### src/hdl/mesh_pkg.sv
/* Shared definitions for the tile row
   Widths, packet layout, opcodes and the host register map */
package mesh_pkg;

  localparam int num_tiles_lp = 4;

  localparam int x_width_lp    = 2;
  localparam int addr_width_lp = 4;
  localparam int data_width_lp = 32;
  localparam int op_width_lp   = 2;
  localparam int pkt_width_lp  = op_width_lp + x_width_lp + addr_width_lp + data_width_lp;

  localparam int mem_words_lp = 1 << addr_width_lp;  // Words per socket memory

  // Packet layout is {opcode, x, addr, data}
  localparam int pkt_data_lsb_lp = 0;
  localparam int pkt_addr_lsb_lp = pkt_data_lsb_lp + data_width_lp;
  localparam int pkt_x_lsb_lp    = pkt_addr_lsb_lp + addr_width_lp;
  localparam int pkt_op_lsb_lp   = pkt_x_lsb_lp + x_width_lp;

  // Host side response queue
  localparam int resp_depth_lp = 4;
  localparam int cnt_width_lp  = 3;  // Status count field

  // APB register map
  localparam logic [7:0] reg_req_lp    = 8'h00;
  localparam logic [7:0] reg_data_lp   = 8'h04;
  localparam logic [7:0] reg_status_lp = 8'h08;
  localparam logic [7:0] reg_resp_lp   = 8'h0C;

  typedef logic [x_width_lp-1:0]    x_cord_t;
  typedef logic [addr_width_lp-1:0] addr_t;
  typedef logic [data_width_lp-1:0] data_t;
  typedef logic [pkt_width_lp-1:0]  packet_t;

  // Requests travel east, responses west
  typedef enum logic [op_width_lp-1:0] {
    op_load       = 2'd0,
    op_store      = 2'd1,
    op_load_resp  = 2'd2,
    op_store_resp = 2'd3
  } opcode_e;

endpackage

### src/hdl/apb_host_bridge.sv
/* APB host port of the row
   Turns register writes into request packets and queues returned responses */
module apb_host_bridge (
  input  logic                clk_i
  , input  logic                rst_n_i
  , input  logic [7:0]          paddr_i
  , input  logic                psel_i
  , input  logic                penable_i
  , input  logic                pwrite_i
  , input  mesh_pkg::data_t     pwdata_i
  , output mesh_pkg::data_t     prdata_o
  , output logic                pready_o
  , output logic                pslverr_o
  , output mesh_pkg::packet_t   req_o
  , output logic                req_valid_o
  , input  logic                req_ready_i
  , input  mesh_pkg::packet_t   resp_i
  , input  logic                resp_valid_i
  , output logic                resp_ready_o
);

  localparam int hdr_msb_lp = mesh_pkg::pkt_width_lp - mesh_pkg::pkt_addr_lsb_lp - 1;

  mesh_pkg::data_t   data_q;
  mesh_pkg::packet_t req_q;
  logic              req_valid_q;
  logic [mesh_pkg::cnt_width_lp-1:0] resp_cnt_q;

  mesh_pkg::packet_t head;
  logic              head_valid;
  logic              head_pop;
  mesh_pkg::x_cord_t head_x;
  mesh_pkg::opcode_e head_op;

  mesh_pkg::opcode_e wr_op;
  logic access;
  logic wr_req;
  logic wr_bad;
  logic launch;
  logic rd_resp;
  logic push;

  assign access  = psel_i & penable_i;
  assign wr_op   = mesh_pkg::opcode_e'(pwdata_i[hdr_msb_lp -: mesh_pkg::op_width_lp]);
  assign wr_req  = access & pwrite_i & (paddr_i == mesh_pkg::reg_req_lp);
  assign launch  = wr_req & (wr_op inside {mesh_pkg::op_load, mesh_pkg::op_store});
  assign wr_bad  = wr_req & ~launch;  // Response opcode from the host
  assign rd_resp = access & ~pwrite_i & (paddr_i == mesh_pkg::reg_resp_lp);

  // Launching write completes only with the link handshake
  assign pready_o  = ~launch | (req_valid_q & req_ready_i);
  assign pslverr_o = wr_bad | (rd_resp & ~head_valid);

  assign req_o       = req_q;
  assign req_valid_o = req_valid_q;

  always_ff @(posedge clk_i or negedge rst_n_i) begin
    if (!rst_n_i) begin
      req_valid_q <= 1'b0;
    end else if (launch && !req_valid_q) begin
      req_valid_q <= 1'b1;
    end else if (req_valid_q && req_ready_i) begin
      req_valid_q <= 1'b0;
    end
  end

  always_ff @(posedge clk_i) begin
    if (access && pwrite_i && paddr_i == mesh_pkg::reg_data_lp) data_q <= pwdata_i;
    if (launch && !req_valid_q) req_q <= {pwdata_i[hdr_msb_lp:0], data_q};
  end

  link_fifo #(.depth(mesh_pkg::resp_depth_lp)) resp_fifo (
    .clk_i(clk_i)
    ,.rst_n_i(rst_n_i)
    ,.data_i(resp_i)
    ,.valid_i(resp_valid_i)
    ,.ready_o(resp_ready_o)
    ,.data_o(head)
    ,.valid_o(head_valid)
    ,.ready_i(head_pop)
  );

  assign push     = resp_valid_i & resp_ready_o;
  assign head_pop = rd_resp & head_valid;

  always_ff @(posedge clk_i or negedge rst_n_i) begin
    if (!rst_n_i) begin
      resp_cnt_q <= '0;
    end else begin
      case ({push, head_pop})
        2'b10:   resp_cnt_q <= resp_cnt_q + 1'b1;
        2'b01:   resp_cnt_q <= resp_cnt_q - 1'b1;
        default: resp_cnt_q <= resp_cnt_q;
      endcase
    end
  end

  // Head fields read as zero on an empty queue
  assign head_x  = head_valid ? head[mesh_pkg::pkt_x_lsb_lp +: mesh_pkg::x_width_lp] : '0;
  assign head_op = head_valid ?
      mesh_pkg::opcode_e'(head[mesh_pkg::pkt_op_lsb_lp +: mesh_pkg::op_width_lp]) :
      mesh_pkg::op_load;

  always_comb begin
    prdata_o = '0;
    if (access && !pwrite_i && paddr_i == mesh_pkg::reg_status_lp) begin
      prdata_o = mesh_pkg::data_t'({head_x, head_op, 1'b0, resp_cnt_q});
    end else if (head_pop) begin
      prdata_o = head[mesh_pkg::pkt_data_lsb_lp +: mesh_pkg::data_width_lp];
    end
  end

  // Tile 0 holds a stalled response until the queue takes it
  a_resp_stable: assert property (@(posedge clk_i) disable iff (!rst_n_i)
    resp_valid_i && !resp_ready_o |=> resp_valid_i && $stable(resp_i))
    else $error("response link changed while stalled");

endmodule

### src/hdl/link_fifo.sv
/* Valid/ready packet FIFO
   Circular buffer used for link buffering and the host response queue */
module link_fifo #(
  parameter int depth = 2
) (
  input  logic              clk_i
  , input  logic              rst_n_i
  , input  mesh_pkg::packet_t data_i
  , input  logic              valid_i
  , output logic              ready_o
  , output mesh_pkg::packet_t data_o
  , output logic              valid_o
  , input  logic              ready_i
);

  mesh_pkg::packet_t mem_q [depth];
  logic [$clog2(depth)-1:0]   wr_ptr_q;
  logic [$clog2(depth)-1:0]   rd_ptr_q;
  logic [$clog2(depth+1)-1:0] count_q;
  logic push;
  logic pop;

  assign ready_o = (count_q != depth);
  assign valid_o = (count_q != 0);
  assign data_o  = mem_q[rd_ptr_q];
  assign push    = valid_i & ready_o;
  assign pop     = valid_o & ready_i;

  always_ff @(posedge clk_i or negedge rst_n_i) begin
    if (!rst_n_i) begin
      wr_ptr_q <= '0;
      rd_ptr_q <= '0;
      count_q  <= '0;
    end else begin
      if (push) wr_ptr_q <= (wr_ptr_q == depth - 1) ? '0 : wr_ptr_q + 1'b1;
      if (pop)  rd_ptr_q <= (rd_ptr_q == depth - 1) ? '0 : rd_ptr_q + 1'b1;
      case ({push, pop})
        2'b10:   count_q <= count_q + 1'b1;
        2'b01:   count_q <= count_q - 1'b1;
        default: count_q <= count_q;  // Idle or pass-through
      endcase
    end
  end

  always_ff @(posedge clk_i) begin
    if (push) mem_q[wr_ptr_q] <= data_i;
  end

  a_count_bound: assert property (@(posedge clk_i) disable iff (!rst_n_i)
    count_q <= depth)
    else $error("link_fifo count %0d above depth %0d", count_q, depth);

endmodule

### src/hdl/mem_socket.sv
/* Tile memory endpoint
   Executes loads and stores on a local word memory and returns responses */
module mem_socket (
  input  logic                clk_i
  , input  logic                rst_n_i
  , input  mesh_pkg::x_cord_t   my_x_i
  , input  mesh_pkg::packet_t   req_i
  , input  logic                req_valid_i
  , output logic                req_ready_o
  , output mesh_pkg::packet_t   resp_o
  , output logic                resp_valid_o
  , input  logic                resp_ready_i
);

  mesh_pkg::data_t   mem_q [mesh_pkg::mem_words_lp];
  mesh_pkg::packet_t resp_q;
  logic              resp_valid_q;

  mesh_pkg::opcode_e req_op;
  mesh_pkg::addr_t   req_addr;
  mesh_pkg::data_t   req_data;
  mesh_pkg::opcode_e resp_op;
  mesh_pkg::data_t   resp_data;
  logic              accept;
  logic              is_store;

  assign req_op   = mesh_pkg::opcode_e'(req_i[mesh_pkg::pkt_op_lsb_lp +: mesh_pkg::op_width_lp]);
  assign req_addr = req_i[mesh_pkg::pkt_addr_lsb_lp +: mesh_pkg::addr_width_lp];
  assign req_data = req_i[mesh_pkg::pkt_data_lsb_lp +: mesh_pkg::data_width_lp];
  assign is_store = (req_op == mesh_pkg::op_store);

  // One response slot, refilled in the cycle it drains
  assign req_ready_o = ~resp_valid_q | resp_ready_i;
  assign accept      = req_valid_i & req_ready_o;

  assign resp_op   = is_store ? mesh_pkg::op_store_resp : mesh_pkg::op_load_resp;
  assign resp_data = is_store ? req_data : mem_q[req_addr];  // Store echoes its data

  assign resp_o       = resp_q;
  assign resp_valid_o = resp_valid_q;

  always_ff @(posedge clk_i or negedge rst_n_i) begin
    if (!rst_n_i) begin
      resp_valid_q <= 1'b0;
    end else if (accept) begin
      resp_valid_q <= 1'b1;
    end else if (resp_ready_i) begin
      resp_valid_q <= 1'b0;
    end
  end

  always_ff @(posedge clk_i) begin
    if (accept && is_store) mem_q[req_addr] <= req_data;
    if (accept) resp_q <= {resp_op, my_x_i, req_addr, resp_data};  // Source is this tile
  end

  // The host bridge filters opcodes, so only requests reach a socket
  a_req_opcode: assert property (@(posedge clk_i) disable iff (!rst_n_i)
    req_valid_i |-> (req_op inside {mesh_pkg::op_load, mesh_pkg::op_store}))
    else $error("socket %0d got opcode %s", my_x_i, req_op.name());

endmodule

### src/hdl/mesh_router.sv
/* Tile router node
   Steers requests east or into the socket, merges responses westward */
module mesh_router (
  input  logic                clk_i
  , input  logic                rst_n_i
  , input  mesh_pkg::x_cord_t   my_x_i
  // Eastbound requests
  , input  mesh_pkg::packet_t   req_w_i
  , input  logic                req_w_valid_i
  , output logic                req_w_ready_o
  , output mesh_pkg::packet_t   req_e_o
  , output logic                req_e_valid_o
  , input  logic                req_e_ready_i
  // Local socket
  , output mesh_pkg::packet_t   proc_req_o
  , output logic                proc_req_valid_o
  , input  logic                proc_req_ready_i
  , input  mesh_pkg::packet_t   proc_resp_i
  , input  logic                proc_resp_valid_i
  , output logic                proc_resp_ready_o
  // Westbound responses
  , input  mesh_pkg::packet_t   resp_e_i
  , input  logic                resp_e_valid_i
  , output logic                resp_e_ready_o
  , output mesh_pkg::packet_t   resp_w_o
  , output logic                resp_w_valid_o
  , input  logic                resp_w_ready_i
);

  mesh_pkg::packet_t req_head;
  logic              req_head_valid;
  logic              req_head_ready;
  mesh_pkg::x_cord_t req_dest;
  logic              to_local;

  mesh_pkg::packet_t resp_e_head;
  logic              resp_e_head_valid;
  logic              resp_e_head_ready;

  logic prio_e_q;      // East response wins the next tie
  logic hold_q;        // Output stalled last cycle
  logic hold_sel_e_q;
  logic sel_e;

  link_fifo #(.depth(2)) req_w_fifo (
    .clk_i(clk_i)
    ,.rst_n_i(rst_n_i)
    ,.data_i(req_w_i)
    ,.valid_i(req_w_valid_i)
    ,.ready_o(req_w_ready_o)
    ,.data_o(req_head)
    ,.valid_o(req_head_valid)
    ,.ready_i(req_head_ready)
  );

  assign req_dest = req_head[mesh_pkg::pkt_x_lsb_lp +: mesh_pkg::x_width_lp];
  assign to_local = (req_dest == my_x_i);

  assign proc_req_o       = req_head;
  assign proc_req_valid_o = req_head_valid & to_local;
  assign req_e_o          = req_head;
  assign req_e_valid_o    = req_head_valid & ~to_local;
  assign req_head_ready   = to_local ? proc_req_ready_i : req_e_ready_i;

  link_fifo #(.depth(2)) resp_e_fifo (
    .clk_i(clk_i)
    ,.rst_n_i(rst_n_i)
    ,.data_i(resp_e_i)
    ,.valid_i(resp_e_valid_i)
    ,.ready_o(resp_e_ready_o)
    ,.data_o(resp_e_head)
    ,.valid_o(resp_e_head_valid)
    ,.ready_i(resp_e_head_ready)
  );

  // Round robin, but a stalled grant stays put so the output holds stable
  always_comb begin
    if (hold_q) begin
      sel_e = hold_sel_e_q;
    end else if (resp_e_head_valid && proc_resp_valid_i) begin
      sel_e = prio_e_q;
    end else begin
      sel_e = resp_e_head_valid;
    end
  end

  assign resp_w_o          = sel_e ? resp_e_head : proc_resp_i;
  assign resp_w_valid_o    = sel_e ? resp_e_head_valid : proc_resp_valid_i;
  assign resp_e_head_ready = sel_e & resp_w_ready_i;
  assign proc_resp_ready_o = ~sel_e & resp_w_ready_i;

  always_ff @(posedge clk_i or negedge rst_n_i) begin
    if (!rst_n_i) begin
      prio_e_q     <= 1'b0;
      hold_q       <= 1'b0;
      hold_sel_e_q <= 1'b0;
    end else begin
      hold_q       <= resp_w_valid_o & ~resp_w_ready_i;
      hold_sel_e_q <= sel_e;
      if (resp_w_valid_o && resp_w_ready_i) prio_e_q <= ~sel_e;  // Other side next
    end
  end

  // Requests only move east, so one that left must target a tile further on
  a_east_beyond_me: assert property (@(posedge clk_i) disable iff (!rst_n_i)
    req_e_valid_o |-> (req_dest > my_x_i))
    else $error("request for x %0d passed tile %0d", req_dest, my_x_i);

endmodule

### src/hdl/mesh_row.sv
/* Top of the tile row
   APB host bridge feeding a chain of tiles from the west end */
module mesh_row (
  input  logic                clk_i
  , input  logic                rst_n_i
  , input  logic [7:0]          paddr_i
  , input  logic                psel_i
  , input  logic                penable_i
  , input  logic                pwrite_i
  , input  mesh_pkg::data_t     pwdata_i
  , output mesh_pkg::data_t     prdata_o
  , output logic                pready_o
  , output logic                pslverr_o
);

  // Link i enters tile i from the west
  mesh_pkg::packet_t req_pkt    [mesh_pkg::num_tiles_lp+1];
  logic              req_valid  [mesh_pkg::num_tiles_lp+1];
  logic              req_ready  [mesh_pkg::num_tiles_lp+1];
  mesh_pkg::packet_t resp_pkt   [mesh_pkg::num_tiles_lp+1];
  logic              resp_valid [mesh_pkg::num_tiles_lp+1];
  logic              resp_ready [mesh_pkg::num_tiles_lp+1];

  apb_host_bridge host (
    .clk_i(clk_i)
    ,.rst_n_i(rst_n_i)
    ,.paddr_i(paddr_i)
    ,.psel_i(psel_i)
    ,.penable_i(penable_i)
    ,.pwrite_i(pwrite_i)
    ,.pwdata_i(pwdata_i)
    ,.prdata_o(prdata_o)
    ,.pready_o(pready_o)
    ,.pslverr_o(pslverr_o)
    ,.req_o(req_pkt[0])
    ,.req_valid_o(req_valid[0])
    ,.req_ready_i(req_ready[0])
    ,.resp_i(resp_pkt[0])
    ,.resp_valid_i(resp_valid[0])
    ,.resp_ready_o(resp_ready[0])
  );

  // East end of the row is an idle link
  assign req_ready[mesh_pkg::num_tiles_lp]  = 1'b0;
  assign resp_pkt[mesh_pkg::num_tiles_lp]   = '0;
  assign resp_valid[mesh_pkg::num_tiles_lp] = 1'b0;

  for (genvar i = 0; i < mesh_pkg::num_tiles_lp; i++) begin : g_tile
    mesh_tile #(.x_cord(mesh_pkg::x_cord_t'(i))) tile (
      .clk_i(clk_i)
      ,.rst_n_i(rst_n_i)
      ,.req_w_i(req_pkt[i])
      ,.req_w_valid_i(req_valid[i])
      ,.req_w_ready_o(req_ready[i])
      ,.req_e_o(req_pkt[i+1])
      ,.req_e_valid_o(req_valid[i+1])
      ,.req_e_ready_i(req_ready[i+1])
      ,.resp_e_i(resp_pkt[i+1])
      ,.resp_e_valid_i(resp_valid[i+1])
      ,.resp_e_ready_o(resp_ready[i+1])
      ,.resp_w_o(resp_pkt[i])
      ,.resp_w_valid_o(resp_valid[i])
      ,.resp_w_ready_i(resp_ready[i])
    );
  end

endmodule

### src/hdl/mesh_tile.sv
/* One tile of the row
   Local reset synchronizer, router node and memory socket */
module mesh_tile #(
  parameter mesh_pkg::x_cord_t x_cord = '0
) (
  input  logic                clk_i
  , input  logic                rst_n_i
  , input  mesh_pkg::packet_t   req_w_i
  , input  logic                req_w_valid_i
  , output logic                req_w_ready_o
  , output mesh_pkg::packet_t   req_e_o
  , output logic                req_e_valid_o
  , input  logic                req_e_ready_i
  , input  mesh_pkg::packet_t   resp_e_i
  , input  logic                resp_e_valid_i
  , output logic                resp_e_ready_o
  , output mesh_pkg::packet_t   resp_w_o
  , output logic                resp_w_valid_o
  , input  logic                resp_w_ready_i
);

  mesh_pkg::packet_t proc_req;
  logic              proc_req_valid;
  logic              proc_req_ready;
  mesh_pkg::packet_t proc_resp;
  logic              proc_resp_valid;
  logic              proc_resp_ready;

  // Reset is re-timed per tile since it fans out across the whole row
  logic [1:0] rst_sync_q;
  logic       tile_rst_n;

  always_ff @(posedge clk_i or negedge rst_n_i) begin
    if (!rst_n_i) begin
      rst_sync_q <= 2'b00;
    end else begin
      rst_sync_q <= {rst_sync_q[0], 1'b1};
    end
  end

  assign tile_rst_n = rst_sync_q[1];

  mesh_router rtr (
    .clk_i(clk_i)
    ,.rst_n_i(tile_rst_n)
    ,.my_x_i(x_cord)
    ,.req_w_i(req_w_i)
    ,.req_w_valid_i(req_w_valid_i)
    ,.req_w_ready_o(req_w_ready_o)
    ,.req_e_o(req_e_o)
    ,.req_e_valid_o(req_e_valid_o)
    ,.req_e_ready_i(req_e_ready_i)
    ,.proc_req_o(proc_req)
    ,.proc_req_valid_o(proc_req_valid)
    ,.proc_req_ready_i(proc_req_ready)
    ,.proc_resp_i(proc_resp)
    ,.proc_resp_valid_i(proc_resp_valid)
    ,.proc_resp_ready_o(proc_resp_ready)
    ,.resp_e_i(resp_e_i)
    ,.resp_e_valid_i(resp_e_valid_i)
    ,.resp_e_ready_o(resp_e_ready_o)
    ,.resp_w_o(resp_w_o)
    ,.resp_w_valid_o(resp_w_valid_o)
    ,.resp_w_ready_i(resp_w_ready_i)
  );

  mem_socket proc (
    .clk_i(clk_i)
    ,.rst_n_i(tile_rst_n)
    ,.my_x_i(x_cord)
    ,.req_i(proc_req)
    ,.req_valid_i(proc_req_valid)
    ,.req_ready_o(proc_req_ready)
    ,.resp_o(proc_resp)
    ,.resp_valid_o(proc_resp_valid)
    ,.resp_ready_i(proc_resp_ready)
  );

endmodule

### config.mk
export PLATFORM = sky130hd
export DESIGN_NAME = mesh_row
export DESIGN_NICKNAME = d
export VERILOG_FILES = /design/src/hdl/mesh_pkg.sv /design/src/hdl/apb_host_bridge.sv /design/src/hdl/link_fifo.sv /design/src/hdl/mem_socket.sv /design/src/hdl/mesh_router.sv /design/src/hdl/mesh_row.sv /design/src/hdl/mesh_tile.sv
export SDC_FILE = /design/constraint.sdc
export NUM_CORES = 2
export LEC_CHECK = 0
export ABC_AREA = 1
export BUFFER_PORTS_ARGS = -buffer_cell sky130_fd_sc_hd__buf_2
export CAP_MARGIN = 20
export CELL_PAD_IN_SITES_DETAIL_PLACEMENT = 0
export CELL_PAD_IN_SITES_GLOBAL_PLACEMENT = 2
export CORE_UTILIZATION = 39
export CTS_CLUSTER_DIAMETER = 150
export DETAILED_ROUTE_END_ITERATION = 12
export HOLD_SLACK_MARGIN = 0.02
export PLACE_DENSITY_LB_ADDON = 0.1
export REMOVE_ABC_BUFFERS = 1
export SLEW_MARGIN = 0
export SYNTH_ARGS = -nofsm -noshare
export SYNTH_HDL_FRONTEND = slang
export SYNTH_SLANG_ARGS = --single-unit
### constraint.sdc
create_clock -name clk_i -period 1.5 [get_ports clk_i]
set_clock_uncertainty 0.1 [all_clocks]
set_input_delay 0 -clock clk_i [delete_from_list [all_inputs] [get_ports clk_i]]
set_output_delay 0 -clock clk_i [all_outputs]
set_load 0.01 [all_outputs]
==> results_dict.tcl <==
set metrics [dict create \
    io_pins 79 \
    ys_async_sr_fraction_pct 1.983 \
    ctsHoldBuffers 69 \
    grt_pass1_wl_um 557700 \
    port_buffers 78 \
    worst_slack_ns -1.181 \
    seq_area_frac_synth_pct 73.88 \
    fin_nets 12220 \
    p_per_area_nw_per_um2 2415 \
    cts_tree "done" \
    critPathKind "flop to flop" \
    cp-start-kind "flop" \
    ir_drop_v 0.001307 \
    hpwl_um 249500 \
    hold_viol_final 2 \
    clkLatencyLatePin_ns 0.92 \
    syn2layout_area_growth_pct 29.07 \
    wl_per_cell_um 23.80 \
    core_um2 306600 \
    endpoint_kind "flop" \
    cts_made_buffers 332 \
    holdCritPathClass "primary input to flop" \
    crit_slowest_cell "dfrtp_2" \
    dpl.cell_count 15610 \
    cts.sinks 2975 \
    dr.first_iter.drc_count 6728 \
    htree_num_levels 5 \
    crit_chain "buf_4, buf_12, nand2_2, nand2_4, inv_4, clkbuf_16, nand4_1, buf_6, buf_6, nor2_4, buf_12, clkbuf_16" \
    drive_gt1_share_pct 18.50 \
    max_stage_delay_ns 0.43 \
    grt_setup_unrepaired "yes" \
    first_pass_iters 6 \
    gp_congestion 0.8387 \
    grt_max_degree 83 \
    drc 0 \
    post-route-period-util_pct 178.7 \
    num_vias 82380 \
    setup_violations 5637 \
    timing.fmax_mhz 373.0 \
    yosys_warnings 0 \
    design.die.area_um2 311300 \
    tns_ns -3290.32 \
    vias_per_cell 4.985 \
    yosys-top-cells-area "edfxtp_1 73%, nand2_1 18%, nand3_1 2.5%, dfrtp_1 1.2%, nor2_1 1.0%" \
    finalNonFillerCells 16530 \
    antenna_found_initial 8 \
    synth.avg_cell_area_um2 11.20 \
    clockRootBuffer "clkbuf_16" \
    grt_remaining_overflow 0 \
    routed_wl_um 393300 \
    path_clk_slew_ns 0.06 \
    ys.flop_type "edfxtp_1" \
    synth_area_um2 120500 \
    maxSlewViolCount 0 \
    failed_checks "negative hold slack, negative setup slack" \
    crit_fanout 14 \
    synth_top_area_share_pct 72.65 \
    grtUsageTotal_pct 24.62 \
    synth_edf_count 2916 \
    power_mw 375.7 \
    tightestPinTransition_ns 0.9113 \
    synth_cells 10760 \
    fillerInstances 26960 \
    cp_data_arrival_time_ns 3.19 \
    fin_hold_ws_ns -0.1395 \
    std_cell_rows 203 \
    status "complete, but fails checks" \
    worstPathRequired_ns 2.01 \
    cellLeakagePower_nw 62.64 \
    die_w_um 557.9 \
    synth_cell_types 40 \
    utilization_pct 50.74 \
    synth_seq_cells 2975 \
    relSlewSlack_pct 39.10 \
    period_minus_slack_ns 2.681 \
    synth_top_cell_by_area "edfxtp_1" \
    postRouteAntennaNets 0 \
    grt_pass1_vias 80270 \
    drv_cap 0 \
    die_h_um 557.9 \
    initial_utilization_pct 39.31 \
    cts.path.max_buffers 4 \
]
placed cells by master, fill, tap and decap left out, types with 8 or more instances in the layout:
| master | instances |
|---|---|
| bufinv_16 | 25 |
| a31oi_1 | 99 |
| clkbuf_16 | 374 |
| nor2_4 | 103 |
| buf_16 | 31 |
| dlygate4sd3_1 | 69 |
| clkbuf_1 | 69 |
| nand2_4 | 24 |
| a21oi_1 | 67 |
| o21ai_0 | 35 |
| o21ai_1 | 96 |
| o22ai_1 | 8 |
| nand2_8 | 10 |
| nand4_1 | 12 |
| inv_2 | 15 |
| clkinvlp_4 | 21 |
| nand3_1 | 587 |
| ha_1 | 13 |
| inv_1 | 78 |
| nand2_1 | 5653 |
| dfrtp_1 | 53 |
| xnor2_1 | 13 |
| xor2_1 | 16 |
| buf_12 | 479 |
| clkinv_1 | 73 |
| buf_2 | 65 |
| clkinv_4 | 8 |
| buf_8 | 17 |
| buf_4 | 816 |
| edfxtp_1 | 2916 |
| bufbuf_16 | 11 |
| nand2_2 | 37 |
| a211oi_2 | 14 |
| inv_6 | 12 |
| nor2_1 | 239 |
| clkinv_2 | 58 |
| o21ai_2 | 13 |
| buf_6 | 92 |
report_power, final:
part	leakage, nW	internal (mW)	switching (mW)	total [mW]
clock	5.12	45.8	33.7	79.6
combinational	30.3	61.0	109	170
sequential	27.2	122	4.19	126
cell usage after synthesis (8+ instances only):
library cell and n:
nand2_1 5716, edfxtp_1 2916, nand3_1 592, nor2_1 335, clkbuf_1 272, buf_2 230
o21ai_1 103, a31oi_1 99, inv_1 93, a21oi_1 70, dfrtp_1 59, o21ai_0 45
buf_1 40, a211oi_1 25, inv_2 17, xor2_1 16, ha_1 15, xnor2_1 13
nand4_1 12, buf_4 10, nor2_2 10, o22ai_1 10, nand2_2 8
state kept, by name, summed over array words and instances, names as in the netlist:
name and count:
g_tile.tile.proc.mem_q 2048, g_tile.tile.proc.resp_o 132, g_tile.tile.proc.resp_valid_o 4, g_tile.tile.rst_sync_q 2, g_tile.tile.rtr.hold_q 4, g_tile.tile.rtr.hold_sel_e_q 4
g_tile.tile.rtr.prio_e_q 4, g_tile.tile.rtr.req_w_fifo.count_q 8, g_tile.tile.rtr.req_w_fifo.mem_q 320, g_tile.tile.rtr.req_w_fifo.rd_ptr_q 4, g_tile.tile.rtr.req_w_fifo.wr_ptr_q 4, g_tile.tile.rtr.resp_e_fifo.count_q 8
g_tile.tile.rtr.resp_e_fifo.mem_q 204, g_tile.tile.rtr.resp_e_fifo.rd_ptr_q 3, g_tile.tile.rtr.resp_e_fifo.wr_ptr_q 3, host.data_q 32, host.req_o 40, host.req_valid_o 1
host.resp_cnt_q 3, host.resp_fifo.count_q 3, host.resp_fifo.mem_q 140, host.resp_fifo.rd_ptr_q 2, host.resp_fifo.wr_ptr_q 2
path summary, 6_finish.rpt:
kind	startpoint	cells past startpoint	slack [ns]	end
max in group asynchronous	rst_n_i	3	0.54	g_tile[0].tile.rst_sync_q[1]$_DFF_PN0_
setup reg to reg	g_tile[1].tile.rtr.req_w_fifo.rd_ptr_q$_DFFE_PN0P_	12	-1.18	g_tile[1].tile.proc.mem_q[5][31]$_DFFE_PP_
setup / recovery	g_tile[1].tile.rtr.req_w_fifo.rd_ptr_q$_DFFE_PN0P_	12	-1.18	g_tile[1].tile.proc.mem_q[5][31]$_DFFE_PP_
min in group asynchronous	g_tile[0].tile.rst_sync_q[1]$_DFF_PN0_	0	0.02	g_tile[0].tile.rtr.req_w_fifo.rd_ptr_q$_DFFE_PN0P_
hold reg to reg	g_tile[0].tile.rst_sync_q[1]$_DFF_PN0_	0	0.02	g_tile[0].tile.rtr.req_w_fifo.rd_ptr_q$_DFFE_PN0P_
hold / removal	paddr_i[2]	8	-0.14	host.resp_fifo.rd_ptr_q[0]$_DFFE_PN0P_
cells by family after synthesis:
| logic type | after synthesis | share of synthesized area [%] |
|---|---|---|
| simple gates | 6698 | 21.60 |
| flops | 2975 | 73.88 |
| buf+inv | 676 | 2.416 |
| compound gates | 363 | 1.706 |
| xor+xnor | 29 | 0.2107 |
| fa+ha+maj | 17 | 0.1889 |
| other cells | 1 | 0.003112 |
worst max-delay path: cells and delay by family (launching register included):
| family | cells | cell delay [ns] |
|---|---|---|
| AND/OR/NAND/NOR | 4 | 0.42 |
| flip-flops | 1 | 0.43 |
| buffers and inverters | 8 | 1.39 |
repair_timing:
item,in CTS,in global routing
gates cloned,45,44
pin swaps,46,47
hold endpoints to repair,131,2
setup buffers,114,64
resized for setup,263,182
setup endpoints to repair,5581,5661
routing by layer:
metal / GRT usage, % / vias to the layer above / wire length, um
met5: 0 / - / 0
met4: 6.822 / 0 / 10950
met3: 2.608 / 502 / 18110
met2: 41.49 / 1872 / 190800
met1: 33.76 / 40950 / 173500
li1: - / 39060 / -
cell type report:
class | count | area [um2] | area share (%)
sequential | 2975 | 89050 | 57.25
multi-input combinational | 7108 | 30140 | 19.38
timing repair buffer | 1618 | 20180 | 12.98
clock buffer | 410 | 8736 | 5.616
tap | 4100 | 5130 | 3.298
clock inverter | 193 | 1777 | 1.142
inverter | 118 | 523.0 | 0.3362
antenna | 4 | 10.01 | 0.006435
stage by stage:
stage	instance area (um2)	setup slack [ns]
final	155600	-1.181
after detailed placement	139200	-1.177
after floorplan	118100	-8.263
after global placement	139200	-1.280
after global routing	155500	-1.211
after CTS	153600	-1.166
Note: power is estimated with default switching activity, not from simulation.
